**src/core_pkg.sv**
```systemverilog
`default_nettype none

package core_pkg;

    typedef logic [31:0] xlen_t;
    typedef logic [31:0] addr_t;
    typedef logic [31:0] inst_t;
    typedef logic [4:0]  reg_idx_t;

    typedef enum logic [2:0] {
        ALU_ADD,
        ALU_SUB,
        ALU_AND,
        ALU_OR,
        ALU_XOR,
        ALU_SLT,
        ALU_PASS_B
    } alu_op_e;

    typedef enum logic [2:0] {
        BR_NONE,
        BR_EQ,
        BR_NE,
        BR_LT,
        BR_JAL
    } br_op_e;

    typedef enum logic {
        OP2_REG,
        OP2_IMM
    } op2_sel_e;

    // addi x0, x0, 0
    localparam inst_t INST_NOP = 32'h0000_0013;
    localparam addr_t RESET_PC = 32'h0000_0000;
    localparam addr_t PC_STEP  = 32'd4;

    localparam logic [6:0] OPC_OP     = 7'b0110011;
    localparam logic [6:0] OPC_OP_IMM = 7'b0010011;
    localparam logic [6:0] OPC_LUI    = 7'b0110111;
    localparam logic [6:0] OPC_BRANCH = 7'b1100011;
    localparam logic [6:0] OPC_JAL    = 7'b1101111;

    localparam logic [2:0] F3_ADD = 3'b000;
    localparam logic [2:0] F3_SLT = 3'b010;
    localparam logic [2:0] F3_XOR = 3'b100;
    localparam logic [2:0] F3_OR  = 3'b110;
    localparam logic [2:0] F3_AND = 3'b111;
    localparam logic [2:0] F3_BEQ = 3'b000;
    localparam logic [2:0] F3_BNE = 3'b001;
    localparam logic [2:0] F3_BLT = 3'b100;

    // funct7 of the register-register ops, alt selects SUB
    localparam logic [6:0] F7_BASE = 7'b0000000;
    localparam logic [6:0] F7_ALT  = 7'b0100000;

endpackage

`default_nettype wire
```
**src/core_ifs.sv**
```systemverilog
`timescale 1ns/1ps
`default_nettype none

// decoded instruction, ID to DS
interface decode_if import core_pkg::*; ();
    logic     valid;
    addr_t    pc;
    reg_idx_t rs1;
    reg_idx_t rs2;
    reg_idx_t rd;
    logic     reg_we;
    alu_op_e  alu_op;
    op2_sel_e op2_sel;
    br_op_e   br_op;
    xlen_t    imm;

    modport master (output valid, pc, rs1, rs2, rd, reg_we, alu_op, op2_sel, br_op, imm);
    modport slave  (input  valid, pc, rs1, rs2, rd, reg_we, alu_op, op2_sel, br_op, imm);
endinterface

// operands ready for EXE
interface operand_if import core_pkg::*; ();
    logic     valid;
    addr_t    pc;
    reg_idx_t rd;
    logic     reg_we;
    alu_op_e  alu_op;
    br_op_e   br_op;
    xlen_t    imm;
    xlen_t    op1;
    xlen_t    op2;
    xlen_t    rs2_val;

    modport master (output valid, pc, rd, reg_we, alu_op, br_op, imm, op1, op2, rs2_val);
    modport slave  (input  valid, pc, rd, reg_we, alu_op, br_op, imm, op1, op2, rs2_val);
endinterface

interface result_if import core_pkg::*; ();
    logic     valid;
    reg_idx_t rd;
    logic     reg_we;
    xlen_t    result;

    modport master (output valid, rd, reg_we, result);
    modport slave  (input  valid, rd, reg_we, result);
endinterface

// WB forwarding plus the two register read ports
interface bypass_if import core_pkg::*; ();
    logic     wb_valid;
    reg_idx_t wb_rd;
    xlen_t    wb_data;
    reg_idx_t rs1_addr;
    reg_idx_t rs2_addr;
    xlen_t    rs1_data;
    xlen_t    rs2_data;

    modport owner  (output wb_valid, wb_rd, wb_data, rs1_data, rs2_data,
                    input  rs1_addr, rs2_addr);
    modport reader (input  wb_valid, wb_rd, wb_data, rs1_data, rs2_data,
                    output rs1_addr, rs2_addr);
endinterface

`default_nettype wire

```
**src/core_top.sv**
```systemverilog
`timescale 1ns/1ps
`default_nettype none

module core_top import core_pkg::*; (
    input  wire        clk,
    input  wire        rst_i,
    input  wire        fetch_valid_i,
    input  addr_t      fetch_pc_i,
    input  inst_t      fetch_inst_i,
    output logic       fetch_ready_o,
    output logic       redirect_valid_o,
    output addr_t      redirect_pc_o,
    output logic       retire_valid_o,
    output reg_idx_t   retire_rd_o,
    output xlen_t      retire_data_o
);

    logic      id_stall;
    logic      ds_stall;
    logic      exe_stall;
    logic      flush_now;
    logic      flush_last;
    logic      id_valid;
    addr_t     id_pc;
    logic      ds_valid;
    addr_t     ds_pc;
    logic      hazard_stall;
    logic      exe_valid;
    logic      exe_resolved;
    reg_idx_t  exe_rd;
    logic      exe_we;
    addr_t     next_pc;

    decode_if  dec_bus ();
    operand_if opd_bus ();
    result_if  res_bus ();
    bypass_if  byp_bus ();

    inst_decoder i_decoder (
        .clk           (clk),
        .rst_i         (rst_i),
        .fetch_valid_i (fetch_valid_i),
        .fetch_pc_i    (fetch_pc_i),
        .fetch_inst_i  (fetch_inst_i),
        .fetch_ready_o (fetch_ready_o),
        .id_stall      (id_stall),
        .flush_now     (flush_now),
        .flush_last    (flush_last),
        .id_valid_o    (id_valid),
        .id_pc_o       (id_pc),
        .dec           (dec_bus.master)
    );

    operand_select i_operand (
        .clk            (clk),
        .rst_i          (rst_i),
        .dec            (dec_bus.slave),
        .ds_stall       (ds_stall),
        .flush_now      (flush_now),
        .hazard_stall_o (hazard_stall),
        .ds_valid_o     (ds_valid),
        .ds_pc_o        (ds_pc),
        .exe_rd_i       (exe_rd),
        .exe_we_i       (exe_we),
        .byp            (byp_bus.reader),
        .opd            (opd_bus.master)
    );

    execute_unit i_execute (
        .clk            (clk),
        .rst_i          (rst_i),
        .opd            (opd_bus.slave),
        .exe_stall      (exe_stall),
        .flush_now      (flush_now),
        .exe_valid_o    (exe_valid),
        .exe_resolved_o (exe_resolved),
        .exe_rd_o       (exe_rd),
        .exe_we_o       (exe_we),
        .next_pc_o      (next_pc),
        .res            (res_bus.master)
    );

    pipeline_control i_control (
        .clk              (clk),
        .rst_i            (rst_i),
        .id_valid_i       (id_valid),
        .id_pc_i          (id_pc),
        .ds_valid_i       (ds_valid),
        .ds_pc_i          (ds_pc),
        .hazard_stall_i   (hazard_stall),
        .exe_valid_i      (exe_valid),
        .exe_resolved_i   (exe_resolved),
        .next_pc_i        (next_pc),
        .id_stall_o       (id_stall),
        .ds_stall_o       (ds_stall),
        .exe_stall_o      (exe_stall),
        .flush_now_o      (flush_now),
        .flush_last_o     (flush_last),
        .redirect_valid_o (redirect_valid_o),
        .redirect_pc_o    (redirect_pc_o)
    );

    register_file i_regfile (
        .clk            (clk),
        .rst_i          (rst_i),
        .res            (res_bus.slave),
        .byp            (byp_bus.owner),
        .retire_valid_o (retire_valid_o),
        .retire_rd_o    (retire_rd_o),
        .retire_data_o  (retire_data_o)
    );

endmodule

`default_nettype wire

```
**src/register_file.sv**
```systemverilog
`timescale 1ns/1ps
`default_nettype none

module register_file import core_pkg::*; (
    input  wire        clk,
    input  wire        rst_i,
    result_if.slave    res,
    bypass_if.owner    byp,
    output logic       retire_valid_o,
    output reg_idx_t   retire_rd_o,
    output xlen_t      retire_data_o
);

    logic      wb_valid;
    reg_idx_t  wb_rd;
    logic      wb_we;
    xlen_t     wb_data;
    logic      wb_write;
    xlen_t     regs [32];

    always_ff @(posedge clk) begin
        if (rst_i) begin
            wb_valid <= 1'b0;
        end else begin
            wb_valid <= res.valid;
        end
    end

    always_ff @(posedge clk) begin
        wb_rd   <= res.rd;
        wb_we   <= res.reg_we;
        wb_data <= res.result;
    end

    assign wb_write = wb_valid && wb_we && (wb_rd != '0);

    always_ff @(posedge clk) begin
        if (wb_write) begin
            regs[wb_rd] <= wb_data;
        end
    end

    // x0 reads as zero
    assign byp.rs1_data = (byp.rs1_addr == '0) ? '0 : regs[byp.rs1_addr];
    assign byp.rs2_data = (byp.rs2_addr == '0) ? '0 : regs[byp.rs2_addr];
    assign byp.wb_valid = wb_write;
    assign byp.wb_rd    = wb_rd;
    assign byp.wb_data  = wb_data;

    always_ff @(posedge clk) begin
        if (rst_i) begin
            retire_valid_o <= 1'b0;
        end else begin
            retire_valid_o <= wb_write;
        end
    end

    always_ff @(posedge clk) begin
        retire_rd_o   <= wb_rd;
        retire_data_o <= wb_data;
    end

endmodule

`default_nettype wire

```
**src/pipeline_control.sv**
```systemverilog
`timescale 1ns/1ps
`default_nettype none

module pipeline_control import core_pkg::*; (
    input  wire    clk,
    input  wire    rst_i,
    input  wire    id_valid_i,
    input  addr_t  id_pc_i,
    input  wire    ds_valid_i,
    input  addr_t  ds_pc_i,
    input  wire    hazard_stall_i,
    input  wire    exe_valid_i,
    input  wire    exe_resolved_i,
    input  addr_t  next_pc_i,
    output logic   id_stall_o,
    output logic   ds_stall_o,
    output logic   exe_stall_o,
    output logic   flush_now_o,
    output logic   flush_last_o,
    output logic   redirect_valid_o,
    output addr_t  redirect_pc_o
);

    addr_t younger_pc;
    logic  younger_valid;

    // EXE holds until a younger instruction shows its PC
    assign exe_stall_o = exe_valid_i && !ds_valid_i && !id_valid_i;
    assign ds_stall_o  = ds_valid_i && (exe_stall_o || hazard_stall_i);
    assign id_stall_o  = id_valid_i && ds_stall_o;

    assign younger_valid = ds_valid_i || id_valid_i;
    assign younger_pc    = ds_valid_i ? ds_pc_i : id_pc_i;

    // fall-through prediction checked against the nearest younger PC
    assign flush_now_o = exe_valid_i && !exe_resolved_i && younger_valid &&
                         (younger_pc != next_pc_i);

    // registered so EXE never reaches the fetch source directly
    always_ff @(posedge clk) begin
        if (rst_i) begin
            redirect_valid_o <= 1'b0;
            redirect_pc_o    <= RESET_PC;
        end else begin
            redirect_valid_o <= flush_now_o;
            redirect_pc_o    <= next_pc_i;
        end
    end

    assign flush_last_o = redirect_valid_o;

endmodule

`default_nettype wire

```
**src/execute_unit.sv**
```systemverilog
`timescale 1ns/1ps
`default_nettype none

module execute_unit import core_pkg::*; (
    input  wire        clk,
    input  wire        rst_i,
    operand_if.slave   opd,
    input  wire        exe_stall,
    input  wire        flush_now,
    output logic       exe_valid_o,
    output logic       exe_resolved_o,
    output reg_idx_t   exe_rd_o,
    output logic       exe_we_o,
    output addr_t      next_pc_o,
    result_if.master   res
);

    logic      exe_valid;
    logic      exe_resolved;
    addr_t     exe_pc;
    reg_idx_t  exe_rd;
    logic      exe_reg_we;
    alu_op_e   exe_alu_op;
    br_op_e    exe_br_op;
    xlen_t     exe_imm;
    xlen_t     exe_op1;
    xlen_t     exe_op2;
    xlen_t     exe_rs2_val;
    xlen_t     alu_out;
    logic      taken;
    addr_t     target;
    addr_t     seq_pc;

    // bubble when DS holds or its instruction is flushed
    always_ff @(posedge clk) begin
        if (rst_i) begin
            exe_valid    <= 1'b0;
            exe_resolved <= 1'b0;
            exe_pc       <= RESET_PC;
        end else if (!exe_stall) begin
            exe_valid    <= opd.valid && !flush_now;
            exe_resolved <= 1'b0;
            exe_pc       <= opd.pc;
        end else if (flush_now) begin
            // held branch already redirected
            exe_resolved <= 1'b1;
        end
    end

    always_ff @(posedge clk) begin
        if (!exe_stall) begin
            exe_rd      <= opd.rd;
            exe_reg_we  <= opd.reg_we;
            exe_alu_op  <= opd.alu_op;
            exe_br_op   <= opd.br_op;
            exe_imm     <= opd.imm;
            exe_op1     <= opd.op1;
            exe_op2     <= opd.op2;
            exe_rs2_val <= opd.rs2_val;
        end
    end

    always_comb begin
        case (exe_alu_op)
            ALU_ADD:    alu_out = exe_op1 + exe_op2;
            ALU_SUB:    alu_out = exe_op1 - exe_op2;
            ALU_AND:    alu_out = exe_op1 & exe_op2;
            ALU_OR:     alu_out = exe_op1 | exe_op2;
            ALU_XOR:    alu_out = exe_op1 ^ exe_op2;
            ALU_SLT:    alu_out = {31'b0, $signed(exe_op1) < $signed(exe_op2)};
            ALU_PASS_B: alu_out = exe_op2;
            default:    alu_out = '0;
        endcase
    end

    always_comb begin
        case (exe_br_op)
            BR_EQ:   taken = (exe_op1 == exe_rs2_val);
            BR_NE:   taken = (exe_op1 != exe_rs2_val);
            BR_LT:   taken = ($signed(exe_op1) < $signed(exe_rs2_val));
            BR_JAL:  taken = 1'b1;
            default: taken = 1'b0;
        endcase
    end

    assign target    = exe_pc + exe_imm;
    assign seq_pc    = exe_pc + PC_STEP;
    assign next_pc_o = taken ? target : seq_pc;

    // only pass on the cycle EXE actually advances
    assign res.valid  = exe_valid && !exe_stall;
    assign res.rd     = exe_rd;
    assign res.reg_we = exe_reg_we;
    assign res.result = (exe_br_op == BR_JAL) ? seq_pc : alu_out;

    assign exe_valid_o    = exe_valid;
    assign exe_resolved_o = exe_resolved;
    assign exe_rd_o       = exe_rd;
    assign exe_we_o       = exe_valid && exe_reg_we;

endmodule

`default_nettype wire

```
**src/operand_select.sv**
```systemverilog
`timescale 1ns/1ps
`default_nettype none

module operand_select import core_pkg::*; (
    input  wire        clk,
    input  wire        rst_i,
    decode_if.slave    dec,
    input  wire        ds_stall,
    input  wire        flush_now,
    output logic       hazard_stall_o,
    output logic       ds_valid_o,
    output addr_t      ds_pc_o,
    input  reg_idx_t   exe_rd_i,
    input  wire        exe_we_i,
    bypass_if.reader   byp,
    operand_if.master  opd
);

    logic      ds_valid;
    addr_t     ds_pc;
    reg_idx_t  ds_rs1;
    reg_idx_t  ds_rs2;
    reg_idx_t  ds_rd;
    logic      ds_reg_we;
    alu_op_e   ds_alu_op;
    op2_sel_e  ds_op2_sel;
    br_op_e    ds_br_op;
    xlen_t     ds_imm;
    xlen_t     rs1_val;
    xlen_t     rs2_val;

    // ds_stall is never low while ID stalls, so no bubble case here
    always_ff @(posedge clk) begin
        if (rst_i) begin
            ds_valid <= 1'b0;
            ds_pc    <= RESET_PC;
        end else if (flush_now) begin
            ds_valid <= 1'b0;
        end else if (!ds_stall) begin
            ds_valid <= dec.valid;
            ds_pc    <= dec.pc;
        end
    end

    always_ff @(posedge clk) begin
        if (!ds_stall) begin
            ds_rs1     <= dec.rs1;
            ds_rs2     <= dec.rs2;
            ds_rd      <= dec.rd;
            ds_reg_we  <= dec.reg_we;
            ds_alu_op  <= dec.alu_op;
            ds_op2_sel <= dec.op2_sel;
            ds_br_op   <= dec.br_op;
            ds_imm     <= dec.imm;
        end
    end

    assign byp.rs1_addr = ds_rs1;
    assign byp.rs2_addr = ds_rs2;

    // WB result is not yet in the array
    assign rs1_val = (byp.wb_valid && byp.wb_rd == ds_rs1 && ds_rs1 != '0) ?
                     byp.wb_data : byp.rs1_data;
    assign rs2_val = (byp.wb_valid && byp.wb_rd == ds_rs2 && ds_rs2 != '0) ?
                     byp.wb_data : byp.rs2_data;

    // no forwarding out of EXE
    assign hazard_stall_o = ds_valid && exe_we_i && (exe_rd_i != '0) &&
                            (exe_rd_i == ds_rs1 || exe_rd_i == ds_rs2);

    // held instruction goes to EXE as a bubble
    assign opd.valid   = ds_valid && !hazard_stall_o;
    assign opd.pc      = ds_pc;
    assign opd.rd      = ds_rd;
    assign opd.reg_we  = ds_reg_we;
    assign opd.alu_op  = ds_alu_op;
    assign opd.br_op   = ds_br_op;
    assign opd.imm     = ds_imm;
    assign opd.op1     = rs1_val;
    assign opd.op2     = (ds_op2_sel == OP2_IMM) ? ds_imm : rs2_val;
    assign opd.rs2_val = rs2_val;

    assign ds_valid_o = ds_valid;
    assign ds_pc_o    = ds_pc;

endmodule

`default_nettype wire

```
**src/inst_decoder.sv**
```systemverilog
`timescale 1ns/1ps
`default_nettype none

module inst_decoder import core_pkg::*; (
    input  wire        clk,
    input  wire        rst_i,
    input  wire        fetch_valid_i,
    input  addr_t      fetch_pc_i,
    input  inst_t      fetch_inst_i,
    output logic       fetch_ready_o,
    input  wire        id_stall,
    input  wire        flush_now,
    input  wire        flush_last,
    output logic       id_valid_o,
    output addr_t      id_pc_o,
    decode_if.master   dec
);

    logic        id_valid;
    addr_t       id_pc;
    inst_t       id_inst;
    logic [6:0]  opcode;
    logic [2:0]  funct3;
    logic [6:0]  funct7;
    reg_idx_t    rd;
    xlen_t       imm_i;
    xlen_t       imm_b;
    xlen_t       imm_j;
    xlen_t       imm_u;
    alu_op_e     f3_op;
    logic        f3_ok;
    logic        we_raw;

    assign fetch_ready_o = !id_stall;

    always_ff @(posedge clk) begin
        if (rst_i) begin
            id_valid <= 1'b0;
            id_pc    <= RESET_PC;
            id_inst  <= INST_NOP;
        end else if (flush_now || flush_last) begin
            id_valid <= 1'b0;
        end else if (!id_stall) begin
            id_valid <= fetch_valid_i;
            if (fetch_valid_i) begin
                id_pc   <= fetch_pc_i;
                id_inst <= fetch_inst_i;
            end
        end
    end

    assign opcode = id_inst[6:0];
    assign funct3 = id_inst[14:12];
    assign funct7 = id_inst[31:25];
    assign rd     = id_inst[11:7];

    assign imm_i = {{20{id_inst[31]}}, id_inst[31:20]};
    assign imm_b = {{19{id_inst[31]}}, id_inst[31], id_inst[7], id_inst[30:25],
                    id_inst[11:8], 1'b0};
    assign imm_j = {{11{id_inst[31]}}, id_inst[31], id_inst[19:12], id_inst[20],
                    id_inst[30:21], 1'b0};
    assign imm_u = {id_inst[31:12], 12'b0};

    // funct3 map shared by OP and OP-IMM
    always_comb begin
        f3_ok = 1'b1;
        f3_op = ALU_ADD;
        case (funct3)
            F3_ADD: f3_op = ALU_ADD;
            F3_SLT: f3_op = ALU_SLT;
            F3_XOR: f3_op = ALU_XOR;
            F3_OR:  f3_op = ALU_OR;
            F3_AND: f3_op = ALU_AND;
            default: f3_ok = 1'b0;
        endcase
    end

    // unused source fields stay x0 so they never raise a hazard
    always_comb begin
        we_raw      = 1'b0;
        dec.rs1     = '0;
        dec.rs2     = '0;
        dec.alu_op  = ALU_ADD;
        dec.op2_sel = OP2_REG;
        dec.br_op   = BR_NONE;
        dec.imm     = imm_i;
        case (opcode)
            OPC_OP: begin
                dec.rs1    = id_inst[19:15];
                dec.rs2    = id_inst[24:20];
                dec.alu_op = (funct7 == F7_ALT) ? ALU_SUB : f3_op;
                we_raw     = f3_ok && (funct7 == F7_BASE ||
                             (funct7 == F7_ALT && funct3 == F3_ADD));
            end
            OPC_OP_IMM: begin
                dec.rs1     = id_inst[19:15];
                dec.alu_op  = f3_op;
                dec.op2_sel = OP2_IMM;
                we_raw      = f3_ok;
            end
            OPC_LUI: begin
                dec.alu_op  = ALU_PASS_B;
                dec.op2_sel = OP2_IMM;
                dec.imm     = imm_u;
                we_raw      = 1'b1;
            end
            OPC_BRANCH: begin
                dec.imm = imm_b;
                if (funct3 == F3_BEQ || funct3 == F3_BNE || funct3 == F3_BLT) begin
                    dec.rs1 = id_inst[19:15];
                    dec.rs2 = id_inst[24:20];
                end
                case (funct3)
                    F3_BEQ:  dec.br_op = BR_EQ;
                    F3_BNE:  dec.br_op = BR_NE;
                    F3_BLT:  dec.br_op = BR_LT;
                    default: dec.br_op = BR_NONE;
                endcase
            end
            OPC_JAL: begin
                dec.br_op = BR_JAL;
                dec.imm   = imm_j;
                we_raw    = 1'b1;
            end
            default: ;
        endcase
    end

    assign dec.valid  = id_valid;
    assign dec.pc     = id_pc;
    assign dec.rd     = rd;
    assign dec.reg_we = we_raw && (rd != '0);

    assign id_valid_o = id_valid;
    assign id_pc_o    = id_pc;

endmodule

`default_nettype wire

```
**config.mk**
```make
export PLATFORM = sky130hd
export DESIGN_NAME = core_top
export DESIGN_NICKNAME = d
export VERILOG_FILES = /design/src/core_pkg.sv /design/src/core_ifs.sv /design/src/core_top.sv /design/src/register_file.sv /design/src/pipeline_control.sv /design/src/execute_unit.sv /design/src/operand_select.sv /design/src/inst_decoder.sv
export SDC_FILE = /design/constraint.sdc
export NUM_CORES = 2
export LEC_CHECK = 0
export BUFFER_PORTS_ARGS = -buffer_cell sky130_fd_sc_hd__clkbuf_2
export CAP_MARGIN = 20
export CORE_MARGIN = 2
export CORE_UTILIZATION = 35
export DETAILED_ROUTE_END_ITERATION = 12
export HOLD_SLACK_MARGIN = 0.02
export SLEW_MARGIN = 10
export SYNTH_ARGS = -nofsm -noshare
export SYNTH_HDL_FRONTEND = slang
export SYNTH_SLANG_ARGS = --single-unit
```
**constraint.sdc**
```tcl
create_clock -name clk -period 10.1 [get_ports clk]
set_input_delay 3.03 -clock clk [delete_from_list [all_inputs] [get_ports clk]]
set_output_delay 3.03 -clock clk [all_outputs]
set_load 0.05 [all_outputs]
```
==> metrics.cfg <==
[final_layout]
drive_gt1_frac = 0.252
area_growth_pct = 13.2
layout_commonest_cell = edfxtp_1
mostFrequentLayoutCells = 1219 x edfxtp_1, 640 x mux4_2, 270 x nand2_1
fin_area_sq_um = 82200
layout.nets = 5040
largest_register = i_regfile.regs
final_cells = 7652
largest_register_ff_count = 1024

[power]
leakagePower_uw = 0.0272
p_comb_frac = 0.169
seq_power_share = 0.472
p_switching_uw = 4610
clockPowerShare = 0.360
internal-power_uw = 11600
powerDensity_nw_per_um2 = 198
ir_worst_vdd_mv = 0.169
netSwitchingFraction = 0.284

[placement]
io_buffers = 138
dpl_cell_area_sq_um = 76500
gp_congestion = 0.934
dp_cells = 7324
dp_hpwl_mm = 131

[critical_path]
worstPathRequired_ps = 7070
cp.arrival_ps = 2880
crit_type = flop to output pin
crit_fanout = 13
r2r-start = i_execute.exe_op1[31]
end_kind = output pin
crit_path_top_delay_cell = edfxtp_1
cp_top_family = buffers and inverters
crit_buf_inv = 2
rrSetupSlack_ps = 4370
worst-r2r-cell-count = 13
start_kind = flop
reg2reg_to = i_decoder.dec.pc[26]
slowest_delay_ps = 480
crit_chain = xnor2_1 > nand3_1 > nor3_1 > o21ai_4 > inv_1 > nand2_1 > clkbuf_2

[synthesis]
syn_area_sq_um = 72600
synth_warnings = 0
synth_ff_type = edfxtp_1
synth_edf_count = 1219
ys_seq_elements = 1471
synthCells = 4673
synth.distinct_cells = 89
syn_avg_cell_area_sq_um = 15.5
synthArstFlopShare = 0
yosysSeqAreaShare = 0.574

[sta]
hold_slack_ps = 424
clock_skew_ps = 47.5
final-setup-viol-count = 0
final_hold_viol_count = 0
worst_slew_pin_slew_ps = 1090
rsz0062_at_grt = false
min_period_ps = 5910
slew_headroom = 0.267
fmax_mhz = 169
finalMaxSlewViolations = 0
period_share = 0.585
fin_setup_tns_ps = 0

[drt]
routed_wl_mm = 218
drtIter0Drc = 5091
ant_nets = 0
drtPass1Iterations = 6
viasPerCell = 5.74
drc = 0
wl_per_cell_microns = 28.6
vias = 44000

[worst_hold_path]
holdPathStages = 0
hp-class = flop to flop
min_from = i_operand.opd.reg_we
holdPathEnd = i_execute.res.reg_we

[die]
initial_core_util = 0.351
die_y_microns = 459
chipWidth_microns = 459
io_pins = 139
core_area_sq_um = 207000
die_area_sq_um = 211000
rows = 167

[clock_network]
hold_buffers = 0
clock_path_buffers = 3
cts-resized-gates = 0
cts_made_buffers = 160
clk_pin_slew_ps = 60
cts_tree = built
post_cts_buffers = 0
cts.sinks = 1471
clk_latency_ps = 840
htreeDepth = 4
root_buffer = clkbuf_16

[status]
outcome = complete, no violations

[grt]
grt.total_usage = 0.205
grt_overflow = 0
grt_pass1_wl_mm = 314
grt_pass1_vias = 43700
antenna_found_initial = 13
grt_max_degree = 141

[flow_run]
maxCapViolCount = 0

synthesized netlist by cell type, types with 8 or more instances:
cell type,instances,area [sq um]
mux2_2,38,428
mux4_2,640,14400
nand2b_1,167,1040
o21ai_0,147,736
edfxtp_1,1219,36600
a31oi_1,29,181
nand4_1,28,175
nor2_1,181,679
o221ai_1,17,149
or3_1,13,81.3
o21bai_1,27,203
dfxtp_1,252,5040
and2_1,28,175
o31a_1,8,70.1
ha_1,160,2000
xnor2_1,95,832
inv_1,142,533
a22o_1,9,78.8
clkbuf_1,226,848
nor3_1,58,290
a21oi_1,163,816
o22ai_1,15,93.8
o31ai_1,10,75.1
nand2_1,270,1010
nand3_1,49,245
a221oi_1,13,114
a21o_1,60,450
or4_1,8,60.1
o21a_1,9,67.6
nor2b_1,17,106
buf_12,10,200
xor2_1,50,438
nor4_1,14,87.6
mux2i_1,202,2020
and3_1,17,106
o211ai_1,28,210
a211oi_1,49,368
buf_1,66,248
per-layer routing:
layer,share of wire,vias to the layer above,routed length [microns],track usage
met5,0.00021,-,45,0
met4,0.035,6,7710,0.0698
met3,0.081,335,17600,0.0397
met2,0.46,1848,101000,0.323
met1,0.42,22900,92000,0.285
li1,-,18900,-,-
per-stage QoR:
stage,setup slack [ps],total power (uW),util
final,4190,16300,0.398
after global routing,3890,16800,0.398
after CTS,4080,16200,0.395
after detailed placement,4390,10400,0.370
after global placement,4540,10300,0.370
after floorplan,3540,9400,-
logic make-up (layout without fill, tap and decap cells):
logic type,count (synthesis),after routing,synth area share
flip-flops,1471,1471,0.574
other,1,36,0.0000516
AND/OR/NAND/NOR,890,890,0.0608
AO/OA/AOI/OAI,666,666,0.0601
multiplexers,881,881,0.232
buffers and inverters,452,692,0.0259
adder cells (fa/ha/maj),163,163,0.0284
XOR/XNOR,149,149,0.0188
area by class of cell:
type                    instances  area [sq um]
diodes                          4          10.0
clock buffers                 235          4520
clock inverters                61           704
fillers                     18600        124000
inverters                     142           538
multi-input cells            2781         29500
flip-flops and latches       1471         41700
well taps                    2704          3380
repair buffers                254          1880
power by group through the flow:
stage | logic [uW] | registers [uW] | clock network [uW]
3_5_place_dp | 2250 | 8130 | 0
4_1_cts | 2270 | 8010 | 5950
3_3_place_gp | 2240 | 8110 | 0
5_1_grt | 2960 | 7710 | 6180
6_report | 2740 | 7670 | 5840
2_1_floorplan | 1370 | 8030 | 0
worst reg2reg max path, cell delays in order, from the launching register on:
cell and delay, ps:
edfxtp_1 430, ha_1 410, nand4_1 260, or4_4 600, or3_4 400, o31ai_1 410, o31a_2 650, mux2i_1 400
xor2_1 130, nor4_2 270, and4_4 320, a21o_4 230, buf_4 790, mux2i_1 370
how the worst max path moves through the flow:
stage,from,end,cells past startpoint
6_report,i_execute.exe_rd_o[4],fetch_ready_o,7
5_1_grt,i_operand.byp.rs1_addr[4],fetch_ready_o,7
4_1_cts,i_execute.exe_rd_o[4],fetch_ready_o,7
3_5_place_dp,i_execute.exe_op1[31],i_decoder.dec.pc[15],13
3_3_place_gp,i_execute.exe_op1[31],i_decoder.dec.pc[22],13
2_1_floorplan,i_operand.ds_valid_o,i_execute.exe_alu_op[0],9
No activity file was read; power rests on OpenSTA's default activity.
